$ cat src/hdl/stap_pkg.sv
/* TAP controller package with one-hot state encodings, the state word union,
   soft reset count and control reset values */
package stap_pkg;

   // ****************************************
   // State encoding
   // ****************************************

   // One-hot state word width
   localparam int TAP_STATE_W = 16;

   // Data register column
   localparam logic [TAP_STATE_W-1:0] TLRS = 16'h0001;
   localparam logic [TAP_STATE_W-1:0] RUTI = 16'h0002;
   localparam logic [TAP_STATE_W-1:0] SDRS = 16'h0004;
   localparam logic [TAP_STATE_W-1:0] CADR = 16'h0008;
   localparam logic [TAP_STATE_W-1:0] SHDR = 16'h0010;
   localparam logic [TAP_STATE_W-1:0] E1DR = 16'h0020;
   localparam logic [TAP_STATE_W-1:0] PADR = 16'h0040;
   localparam logic [TAP_STATE_W-1:0] E2DR = 16'h0080;
   localparam logic [TAP_STATE_W-1:0] UPDR = 16'h0100;
   // Instruction register column
   localparam logic [TAP_STATE_W-1:0] SIRS = 16'h0200;
   localparam logic [TAP_STATE_W-1:0] CAIR = 16'h0400;
   localparam logic [TAP_STATE_W-1:0] SHIR = 16'h0800;
   localparam logic [TAP_STATE_W-1:0] E1IR = 16'h1000;
   localparam logic [TAP_STATE_W-1:0] PAIR = 16'h2000;
   localparam logic [TAP_STATE_W-1:0] E2IR = 16'h4000;
   localparam logic [TAP_STATE_W-1:0] UPIR = 16'h8000;

   // Named flags, MSB first so each lines up with its one-hot bit
   typedef struct packed {
      logic upir;
      logic e2ir;
      logic pair;
      logic e1ir;
      logic shir;
      logic cair;
      logic sirs;
      logic updr;
      logic e2dr;
      logic padr;
      logic e1dr;
      logic shdr;
      logic cadr;
      logic sdrs;
      logic ruti;
      logic tlrs;
   } tap_state_flags_t;

   // Same state word, seen whole or as flags
   typedef union packed {
      logic [TAP_STATE_W-1:0] word;
      tap_state_flags_t       flag;
   } tap_state_u;

   // ****************************************
   // Soft reset and reset values
   // ****************************************

   // Consecutive effective TMS ones that force Test-Logic-Reset
   localparam int SOFT_RESET_COUNT = 5;
   // History holds all but the current sample
   localparam int TMS_HIST_W       = SOFT_RESET_COUNT - 1;

   // Inactive control level
   localparam logic CTRL_INACTIVE = 1'b0;
   // Controller comes out of reset here
   localparam logic [TAP_STATE_W-1:0] TAP_STATE_RESET = TLRS;

endpackage
$ cat src/hdl/stap_top.sv
/* TAP controller top with TMS conditioner, state machine
   and wrapper TAP controls */
`timescale 1ns/1ns

module stap_top
   import stap_pkg::*;
   (
   input  logic ftap_tck,
   input  logic powergood_rst_trst_b,
   input  logic ftap_tms,
   input  logic tapc_remove,
   // State strobes
   output logic stap_fsm_tlrs,
   output logic stap_fsm_rti,
   output logic stap_fsm_e1dr,
   output logic stap_fsm_e2dr,
   output logic stap_fsm_capture_ir,
   output logic stap_fsm_shift_ir,
   output logic stap_fsm_update_ir,
   output logic stap_fsm_capture_dr,
   output logic stap_fsm_shift_dr,
   output logic stap_fsm_update_dr,
   output logic stap_selectwir,
   // Wrapper TAP controls
   output logic sn_fwtap_capturewr,
   output logic sn_fwtap_shiftwr,
   output logic sn_fwtap_updatewr,
   output logic sn_fwtap_rti,
   output logic sn_fwtap_wrst_b
   );

   // Conditioned TMS and its soft reset
   logic       tms_eff;
   logic       soft_reset;
   // Present state, kept inside the top
   tap_state_u state;

   // ****************************************
   // TMS conditioner
   // ****************************************
   stap_tms_cond i_tms_cond (
      .ftap_tck             (ftap_tck),
      .powergood_rst_trst_b (powergood_rst_trst_b),
      .ftap_tms             (ftap_tms),
      .tapc_remove          (tapc_remove),
      .stap_fsm_tlrs        (stap_fsm_tlrs),
      .tms_eff              (tms_eff),
      .soft_reset           (soft_reset)
   );

   // ****************************************
   // TAP state machine
   // ****************************************
   stap_state_machine i_state_machine (
      .ftap_tck             (ftap_tck),
      .powergood_rst_trst_b (powergood_rst_trst_b),
      .tms_eff              (tms_eff),
      .soft_reset           (soft_reset),
      .state                (state),
      .stap_fsm_tlrs        (stap_fsm_tlrs),
      .stap_fsm_rti         (stap_fsm_rti),
      .stap_fsm_e1dr        (stap_fsm_e1dr),
      .stap_fsm_e2dr        (stap_fsm_e2dr),
      .stap_fsm_capture_ir  (stap_fsm_capture_ir),
      .stap_fsm_shift_ir    (stap_fsm_shift_ir),
      .stap_fsm_update_ir   (stap_fsm_update_ir),
      .stap_fsm_capture_dr  (stap_fsm_capture_dr),
      .stap_fsm_shift_dr    (stap_fsm_shift_dr),
      .stap_fsm_update_dr   (stap_fsm_update_dr),
      .stap_selectwir       (stap_selectwir)
   );

   // ****************************************
   // Wrapper TAP controls
   // ****************************************
   stap_wtap_ctrl i_wtap_ctrl (
      .ftap_tck             (ftap_tck),
      .powergood_rst_trst_b (powergood_rst_trst_b),
      .soft_reset           (soft_reset),
      .state                (state),
      .sn_fwtap_capturewr   (sn_fwtap_capturewr),
      .sn_fwtap_shiftwr     (sn_fwtap_shiftwr),
      .sn_fwtap_updatewr    (sn_fwtap_updatewr),
      .sn_fwtap_rti         (sn_fwtap_rti),
      .sn_fwtap_wrst_b      (sn_fwtap_wrst_b)
   );

endmodule

$ cat src/hdl/stap_wtap_ctrl.sv
/* Wrapper TAP control group shared by IR and DR paths,
   capture and shift re-timed on the falling clock edge */
`timescale 1ns/1ns

module stap_wtap_ctrl
   import stap_pkg::*;
   (
   input  logic       ftap_tck,
   input  logic       powergood_rst_trst_b,
   input  logic       soft_reset,
   input  tap_state_u state,
   output logic       sn_fwtap_capturewr,
   output logic       sn_fwtap_shiftwr,
   output logic       sn_fwtap_updatewr,
   output logic       sn_fwtap_rti,
   output logic       sn_fwtap_wrst_b
   );

   // Posedge-domain decodes ahead of re-timing
   logic capturewr_pos;
   logic shiftwr_pos;

   // ****************************************
   // State decodes
   // ****************************************

   // Either capture state, IR or DR
   assign capturewr_pos = state.flag.cair | state.flag.cadr;
   // Either shift state
   assign shiftwr_pos   = state.flag.shir | state.flag.shdr;

   // Update and idle go straight out
   assign sn_fwtap_updatewr = state.flag.upir | state.flag.updr;
   assign sn_fwtap_rti      = state.flag.ruti;

   // Wrapper held in reset while controller sits in TLRS
   assign sn_fwtap_wrst_b = ~state.flag.tlrs;

   // ****************************************
   // Falling edge re-timing
   // ****************************************

   // Half a cycle after state entry, gives wrapper setup margin
   always_ff @(negedge ftap_tck or negedge powergood_rst_trst_b)
   begin
      if (!powergood_rst_trst_b)
      begin
         sn_fwtap_capturewr <= CTRL_INACTIVE;
         sn_fwtap_shiftwr   <= CTRL_INACTIVE;
      end
      else if (soft_reset)
      begin
         sn_fwtap_capturewr <= CTRL_INACTIVE;
         sn_fwtap_shiftwr   <= CTRL_INACTIVE;
      end
      else
      begin
         sn_fwtap_capturewr <= capturewr_pos;
         sn_fwtap_shiftwr   <= shiftwr_pos;
      end
   end

   // Relies on the FSM word staying one-hot across both edges
   a_capture_shift_excl : assert property (
      @(posedge ftap_tck) disable iff (!powergood_rst_trst_b)
      !(sn_fwtap_capturewr && sn_fwtap_shiftwr))
      else $error("wrapper capture and shift both active");

endmodule

$ cat src/hdl/stap_state_machine.sv
/* TAP controller FSM with one-hot state register, next-state decode,
   per-state strobes and the instruction scan (selectwir) flag */
`timescale 1ns/1ns

module stap_state_machine
   import stap_pkg::*;
   (
   input  logic       ftap_tck,
   input  logic       powergood_rst_trst_b,
   input  logic       tms_eff,
   input  logic       soft_reset,
   output tap_state_u state,
   output logic       stap_fsm_tlrs,
   output logic       stap_fsm_rti,
   output logic       stap_fsm_e1dr,
   output logic       stap_fsm_e2dr,
   output logic       stap_fsm_capture_ir,
   output logic       stap_fsm_shift_ir,
   output logic       stap_fsm_update_ir,
   output logic       stap_fsm_capture_dr,
   output logic       stap_fsm_shift_dr,
   output logic       stap_fsm_update_dr,
   output logic       stap_selectwir
   );

   // One-hot present and next state
   tap_state_u state_ps;
   tap_state_u state_ns;

   // ****************************************
   // Next-state decode
   // ****************************************

   // IEEE 1149.1 transition table on the whole word
   always_comb
   begin
      case (state_ps.word)
         TLRS:
            state_ns.word = tms_eff ? TLRS : RUTI;
         RUTI:
            state_ns.word = tms_eff ? SDRS : RUTI;
         // Data column
         SDRS:
            state_ns.word = tms_eff ? SIRS : CADR;
         CADR:
            state_ns.word = tms_eff ? E1DR : SHDR;
         SHDR:
            state_ns.word = tms_eff ? E1DR : SHDR;
         E1DR:
            state_ns.word = tms_eff ? UPDR : PADR;
         PADR:
            state_ns.word = tms_eff ? E2DR : PADR;
         E2DR:
            state_ns.word = tms_eff ? UPDR : SHDR;
         UPDR:
            state_ns.word = tms_eff ? SDRS : RUTI;
         // Instruction column
         SIRS:
            state_ns.word = tms_eff ? TLRS : CAIR;
         CAIR:
            state_ns.word = tms_eff ? E1IR : SHIR;
         SHIR:
            state_ns.word = tms_eff ? E1IR : SHIR;
         E1IR:
            state_ns.word = tms_eff ? UPIR : PAIR;
         PAIR:
            state_ns.word = tms_eff ? E2IR : PAIR;
         E2IR:
            state_ns.word = tms_eff ? UPIR : SHIR;
         UPIR:
            state_ns.word = tms_eff ? SDRS : RUTI;
         // Illegal word recovers through reset state
         default:
            state_ns.word = TLRS;
      endcase

      // Soft reset wins over the table
      if (soft_reset)
      begin
         state_ns.word = TLRS;
      end
   end

   // ****************************************
   // State register
   // ****************************************

   always_ff @(posedge ftap_tck or negedge powergood_rst_trst_b)
   begin
      if (!powergood_rst_trst_b)
      begin
         state_ps.word <= TAP_STATE_RESET;
      end
      else
      begin
         state_ps.word <= state_ns.word;
      end
   end

   // Wrapper controls decode the same word
   assign state = state_ps;

   // ****************************************
   // Per-state strobes
   // ****************************************

   assign stap_fsm_tlrs       = state_ps.flag.tlrs;
   assign stap_fsm_rti        = state_ps.flag.ruti;
   assign stap_fsm_e1dr       = state_ps.flag.e1dr;
   assign stap_fsm_e2dr       = state_ps.flag.e2dr;
   // IR scan strobes
   assign stap_fsm_capture_ir = state_ps.flag.cair;
   assign stap_fsm_shift_ir   = state_ps.flag.shir;
   assign stap_fsm_update_ir  = state_ps.flag.upir;
   // DR scan strobes
   assign stap_fsm_capture_dr = state_ps.flag.cadr;
   assign stap_fsm_shift_dr   = state_ps.flag.shdr;
   assign stap_fsm_update_dr  = state_ps.flag.updr;

   // ****************************************
   // Instruction scan flag
   // ****************************************

   // Set entering SIRS and held through the IR column back to SDRS
   always_ff @(posedge ftap_tck or negedge powergood_rst_trst_b)
   begin
      if (!powergood_rst_trst_b)
      begin
         stap_selectwir <= CTRL_INACTIVE;
      end
      else if (state_ps.flag.tlrs | state_ps.flag.ruti)
      begin
         stap_selectwir <= CTRL_INACTIVE;
      end
      else if (state_ns.flag.tlrs | state_ns.flag.cadr)
      begin
         // Leaving for reset or a DR scan
         stap_selectwir <= CTRL_INACTIVE;
      end
      else if (state_ns.flag.sirs)
      begin
         stap_selectwir <= 1'b1;
      end
   end

   // Exactly one state bit at all times
   a_state_onehot : assert property (
      @(posedge ftap_tck) disable iff (!powergood_rst_trst_b)
      $onehot(state_ps.word))
      else $error("state word not one-hot");

   // IR flag seen in RUTI only on the cycle right after Update-IR
   a_selectwir_low_rti : assert property (
      @(posedge ftap_tck) disable iff (!powergood_rst_trst_b)
      (stap_fsm_rti && stap_selectwir) |-> $past(stap_fsm_update_ir))
      else $error("selectwir high in Run-Test/Idle without a preceding Update-IR");

endmodule

$ cat src/hdl/stap_tms_cond.sv
/* TMS conditioner with controller remove override and
   five consecutive ones soft reset detect */
`timescale 1ns/1ns

module stap_tms_cond
   import stap_pkg::*;
   (
   input  logic ftap_tck,
   input  logic powergood_rst_trst_b,
   input  logic ftap_tms,
   input  logic tapc_remove,
   input  logic stap_fsm_tlrs,
   output logic tms_eff,
   output logic soft_reset
   );

   // Previous effective TMS samples with the newest in bit 0
   logic [TMS_HIST_W-1:0] tms_hist;

   // ****************************************
   // Effective TMS
   // ****************************************

   // Removed controller sees TMS held at one
   assign tms_eff = tapc_remove | ftap_tms;

   // ****************************************
   // Soft reset detect
   // ****************************************

   // Shift history flushed while parked in TLRS
   always_ff @(posedge ftap_tck or negedge powergood_rst_trst_b)
   begin
      if (!powergood_rst_trst_b)
      begin
         tms_hist <= {TMS_HIST_W{CTRL_INACTIVE}};
      end
      else if (stap_fsm_tlrs)
      begin
         tms_hist <= {TMS_HIST_W{CTRL_INACTIVE}};
      end
      else
      begin
         tms_hist <= {tms_hist[TMS_HIST_W-2:0], tms_eff};
      end
   end

   // Fifth one in a row outside TLRS
   // History may still be full on the first TLRS cycle
   assign soft_reset = (&tms_hist) & tms_eff & ~stap_fsm_tlrs;

   // Controller lands in TLRS one edge later
   a_soft_reset_lands_tlrs : assert property (
      @(posedge ftap_tck) disable iff (!powergood_rst_trst_b)
      soft_reset |=> stap_fsm_tlrs)
      else $error("soft reset did not reach Test-Logic-Reset");

endmodule

$ cat config.mk
export PLATFORM = sky130hd
export DESIGN_NAME = stap_top
export DESIGN_NICKNAME = d
export VERILOG_FILES = /design/src/hdl/stap_pkg.sv /design/src/hdl/stap_top.sv /design/src/hdl/stap_wtap_ctrl.sv /design/src/hdl/stap_state_machine.sv /design/src/hdl/stap_tms_cond.sv
export SDC_FILE = /design/constraint.sdc
export NUM_CORES = 1
export LEC_CHECK = 0
export ABC_CLOCK_PERIOD_IN_PS = 4600
export BUFFER_PORTS_ARGS = -buffer_cell sky130_fd_sc_hd__buf_4
export CORE_MARGIN = 3
export CORE_UTILIZATION = 30
export CTS_CLUSTER_DIAMETER = 30
export CTS_CLUSTER_SIZE = 30
export DETAILED_ROUTE_END_ITERATION = 10
export PLACE_DENSITY = 0.57
export SETUP_SLACK_MARGIN = 0.02
export SLEW_MARGIN = 20
export SYNTH_ARGS = -nofsm -noshare
export SYNTH_HDL_FRONTEND = slang
export SYNTH_HIERARCHICAL = 1
export SYNTH_SLANG_ARGS = --single-unit
$ cat constraint.sdc
create_clock -name ftap_tck -period 4.6 [get_ports ftap_tck]
set_clock_uncertainty 0.1 [all_clocks]
set_input_delay 0.69 -clock ftap_tck [delete_from_list [all_inputs] [get_ports ftap_tck]]
set_output_delay 0.69 -clock ftap_tck [all_outputs]
set_load 0.1 [all_outputs]
==> impl_results.md <==
* Endpoint class of the critical path: primary output
* YS warnings at 6
* Clock power frac at 21.1%
* Total number of vias at 982
* Reg2Reg Depth at 3
* Placed Area at 1390 sq um
* Psw at 249.1 uW
* Clock transition at the registers of the reported paths at 0.09 ns
* Sum Neg Setup Slack at 0 ns
* Largest net degree at the start of global routing at 24
* Cell family with most CP delay: flip-flops
* Cts bufs inserted at 3
* Syn_nets at 131
* Routability Congestion at between 0.8 and 0.9
* Clk sinks at 23
* DRT iter0 DRCs at 55
* Die ar. at 5100 sq um
* Worst EP arrival at 3.25 ns
* CP peak stage delay at 0.39 ns
* Cell area after layout at 1439 sq um
* Hold Path Class: in -> async
* Num rows at 23
* DR WL/cell at 14.46 microns
* Core area at 4058 sq um
* Setup CP Type: reg -> out
* Leak at about 0.65 nW
* Crit path launch: i_wtap_ctrl/sn_fwtap_shiftwr
* Hold Buf Count CTS at 0
* Die W at 71.42 microns
* Vias in the first global route at 973
* Nets at 141
* Slew margin rel. at around 67%
* Worst r2r src: i_state_machine/state[0]
* Critical R2R Capture: i_wtap_ctrl/sn_fwtap_shiftwr
* Max capacitance violation total at 0
* Worst-Margin Slew at slightly below 0.5 ns
* Comb pwr share at 37.5%
* CP Cell Sequence: buf_4
* Setup Buffers After CTS at 0
* Initial Utilization at 31.64%
* Antenna fix cells at 0
* First-pass GRT wire length at 4747 microns
* End of the critical path: sn_fwtap_shiftwr
* Max Transition Viols Final at 0
* Total grt overflow at 0
* CP Max Fanout at 1
* Buffer and inverter count on the worst path at 1
* PostCTS Resize Cnt at 0
* Mapped Cells at about 130
* Sw frac at 41.58%
* Pwr dens at 416.4 nW/um^2
* Layout area overhead at 12.09%
* Cell count along the critical path at 1
* Drt pass-1 iters at 4
* RSZ-0062 raised after global routing: false
* Non-Filler Instances at 186
* Register Area at 576.8 sq um
* Internal reg-to-reg setup slack at 0.93 ns
* ANT nets after route at 0
* Final WL at 2689 microns
* Fill cells at between 400 and 500
* Placed Instances at 182
* Peak supply drop at 194.4 uV
* Outcome: finished, final reports clean
* Crit-path slowest cell: dfrtn_1
* Fin. Hold Viols at 0
* Avg Cell Area, Syn at 10.11 sq um
* HPWL after DPL at 2017 microns
* DRC at 0
* Worst-Skew Late Latency at 0.26 ns
* Die Y at 71.42 microns
* Total internal power at 350.1 uW
* Seq pwr share at between 40% and 50%
* H-tree Lvls at 1
* Antenna violations before repair at 0
* Vias/cell at ~5.3
* Gr usage total at 11.78%
* CP Launch Type: flop
* Required @ worst endpoint at 3.81 ns
* PortBufs at 19
* CTS tree: built
* Final Setup Violations at 0
* Number of I/O pins at 20
* Multi-input logic area at about 600 sq um
* Clock Root Buffer: clkbuf_8
* Clk buf depth at 2
* Cell Area, Synth at ~1300 sq um
* Fraction of layout cells with a size suffix above 1 at between 20% and 30%
-- layer usage --
| metal | up-vias | wire length [microns] | global-route usage, % |
|---|---|---|---|
| met5 | - | 0 | 0 |
| li1 | 466 | - | - |
| met1 | 492 | 1194 | 16.25 |
| met3 | 2 | 98 | 1.403 |
| met2 | 22 | 1353 | 18.67 |
| met4 | 0 | 42 | 5.010 |
-- registers in the layout (all words and copies together) (netlist names) --
register	cells
i_state_machine/stap_selectwir	1
i_wtap_ctrl/sn_fwtap_capturewr	1
i_tms_cond/tms_hist	4
i_wtap_ctrl/sn_fwtap_shiftwr	1
i_state_machine/state	16
-- power by group through the flow --
stage	combinational, mW	clock, mW	sequential [mW]
floorplan	0.146	0	0.294
detailed placement	0.225	0	0.253
global route	0.241	0.142	0.253
CTS	0.226	0.130	0.249
finish	0.224	0.127	0.248
global placement	0.226	0	0.251
-- per-stage QoR --
step                      utilization (%)  setup WS (ns)  total power [mW]  hold slack, ns
after floorplan                         -         0.5613            0.4397          0.2944
after global placement              34.26         0.7274            0.4764          0.3791
after detailed placement            34.26         0.6774            0.4771          0.3719
after CTS                           35.46         0.5453            0.6047          0.2131
after global routing                35.46         0.5251            0.6355          0.2130
final                               35.46         0.5576            0.5992          0.2010
-- final cells by class --
cell class              instances  share of cell area (%)
clock inverters                 1                  0.5217
inverters                       2                  0.5217
flip-flops and latches         23                   40.09
repair buffers                 19                   9.913
multi-input cells              88                   41.74
clock buffers                   3                   2.870
well taps                      50                   4.348
-- layout by cell type, fill, tap and decap left out, types with 3 or more instances in the layout --
cell	n
buf_4	19
clkbuf_8	3
dfrtp_1	20
nand2_1	6
nand3_1	5
nand4b_1	4
nor2_1	15
nor3_1	6
nor4_1	6
o21ai_0	5
xnor2_1	4
xor2_1	6
-- worst min-delay path by stage --
stage	start	to	cells after the start
after floorplan	powergood_rst_trst_b	i_state_machine/stap_selectwir	0
after global placement	i_tms_cond/tms_hist[0]	i_tms_cond/tms_hist[1]	1
after detailed placement	i_tms_cond/tms_hist[1]	i_tms_cond/tms_hist[2]	1
after CTS	powergood_rst_trst_b	i_state_machine/state[5]	1
after global routing	powergood_rst_trst_b	i_state_machine/state[6]	1
final	powergood_rst_trst_b	i_state_machine/state[5]	1
-- worst register-to-register path: cells and delay by family, from the launching register on --
family	cells	cell delay (ns)
AO/OA/AOI/OAI	1	0.20
AND/OR/NAND/NOR	2	0.49
flip-flops	1	0.45
Note: power is estimated with default switching activity, not from simulation.
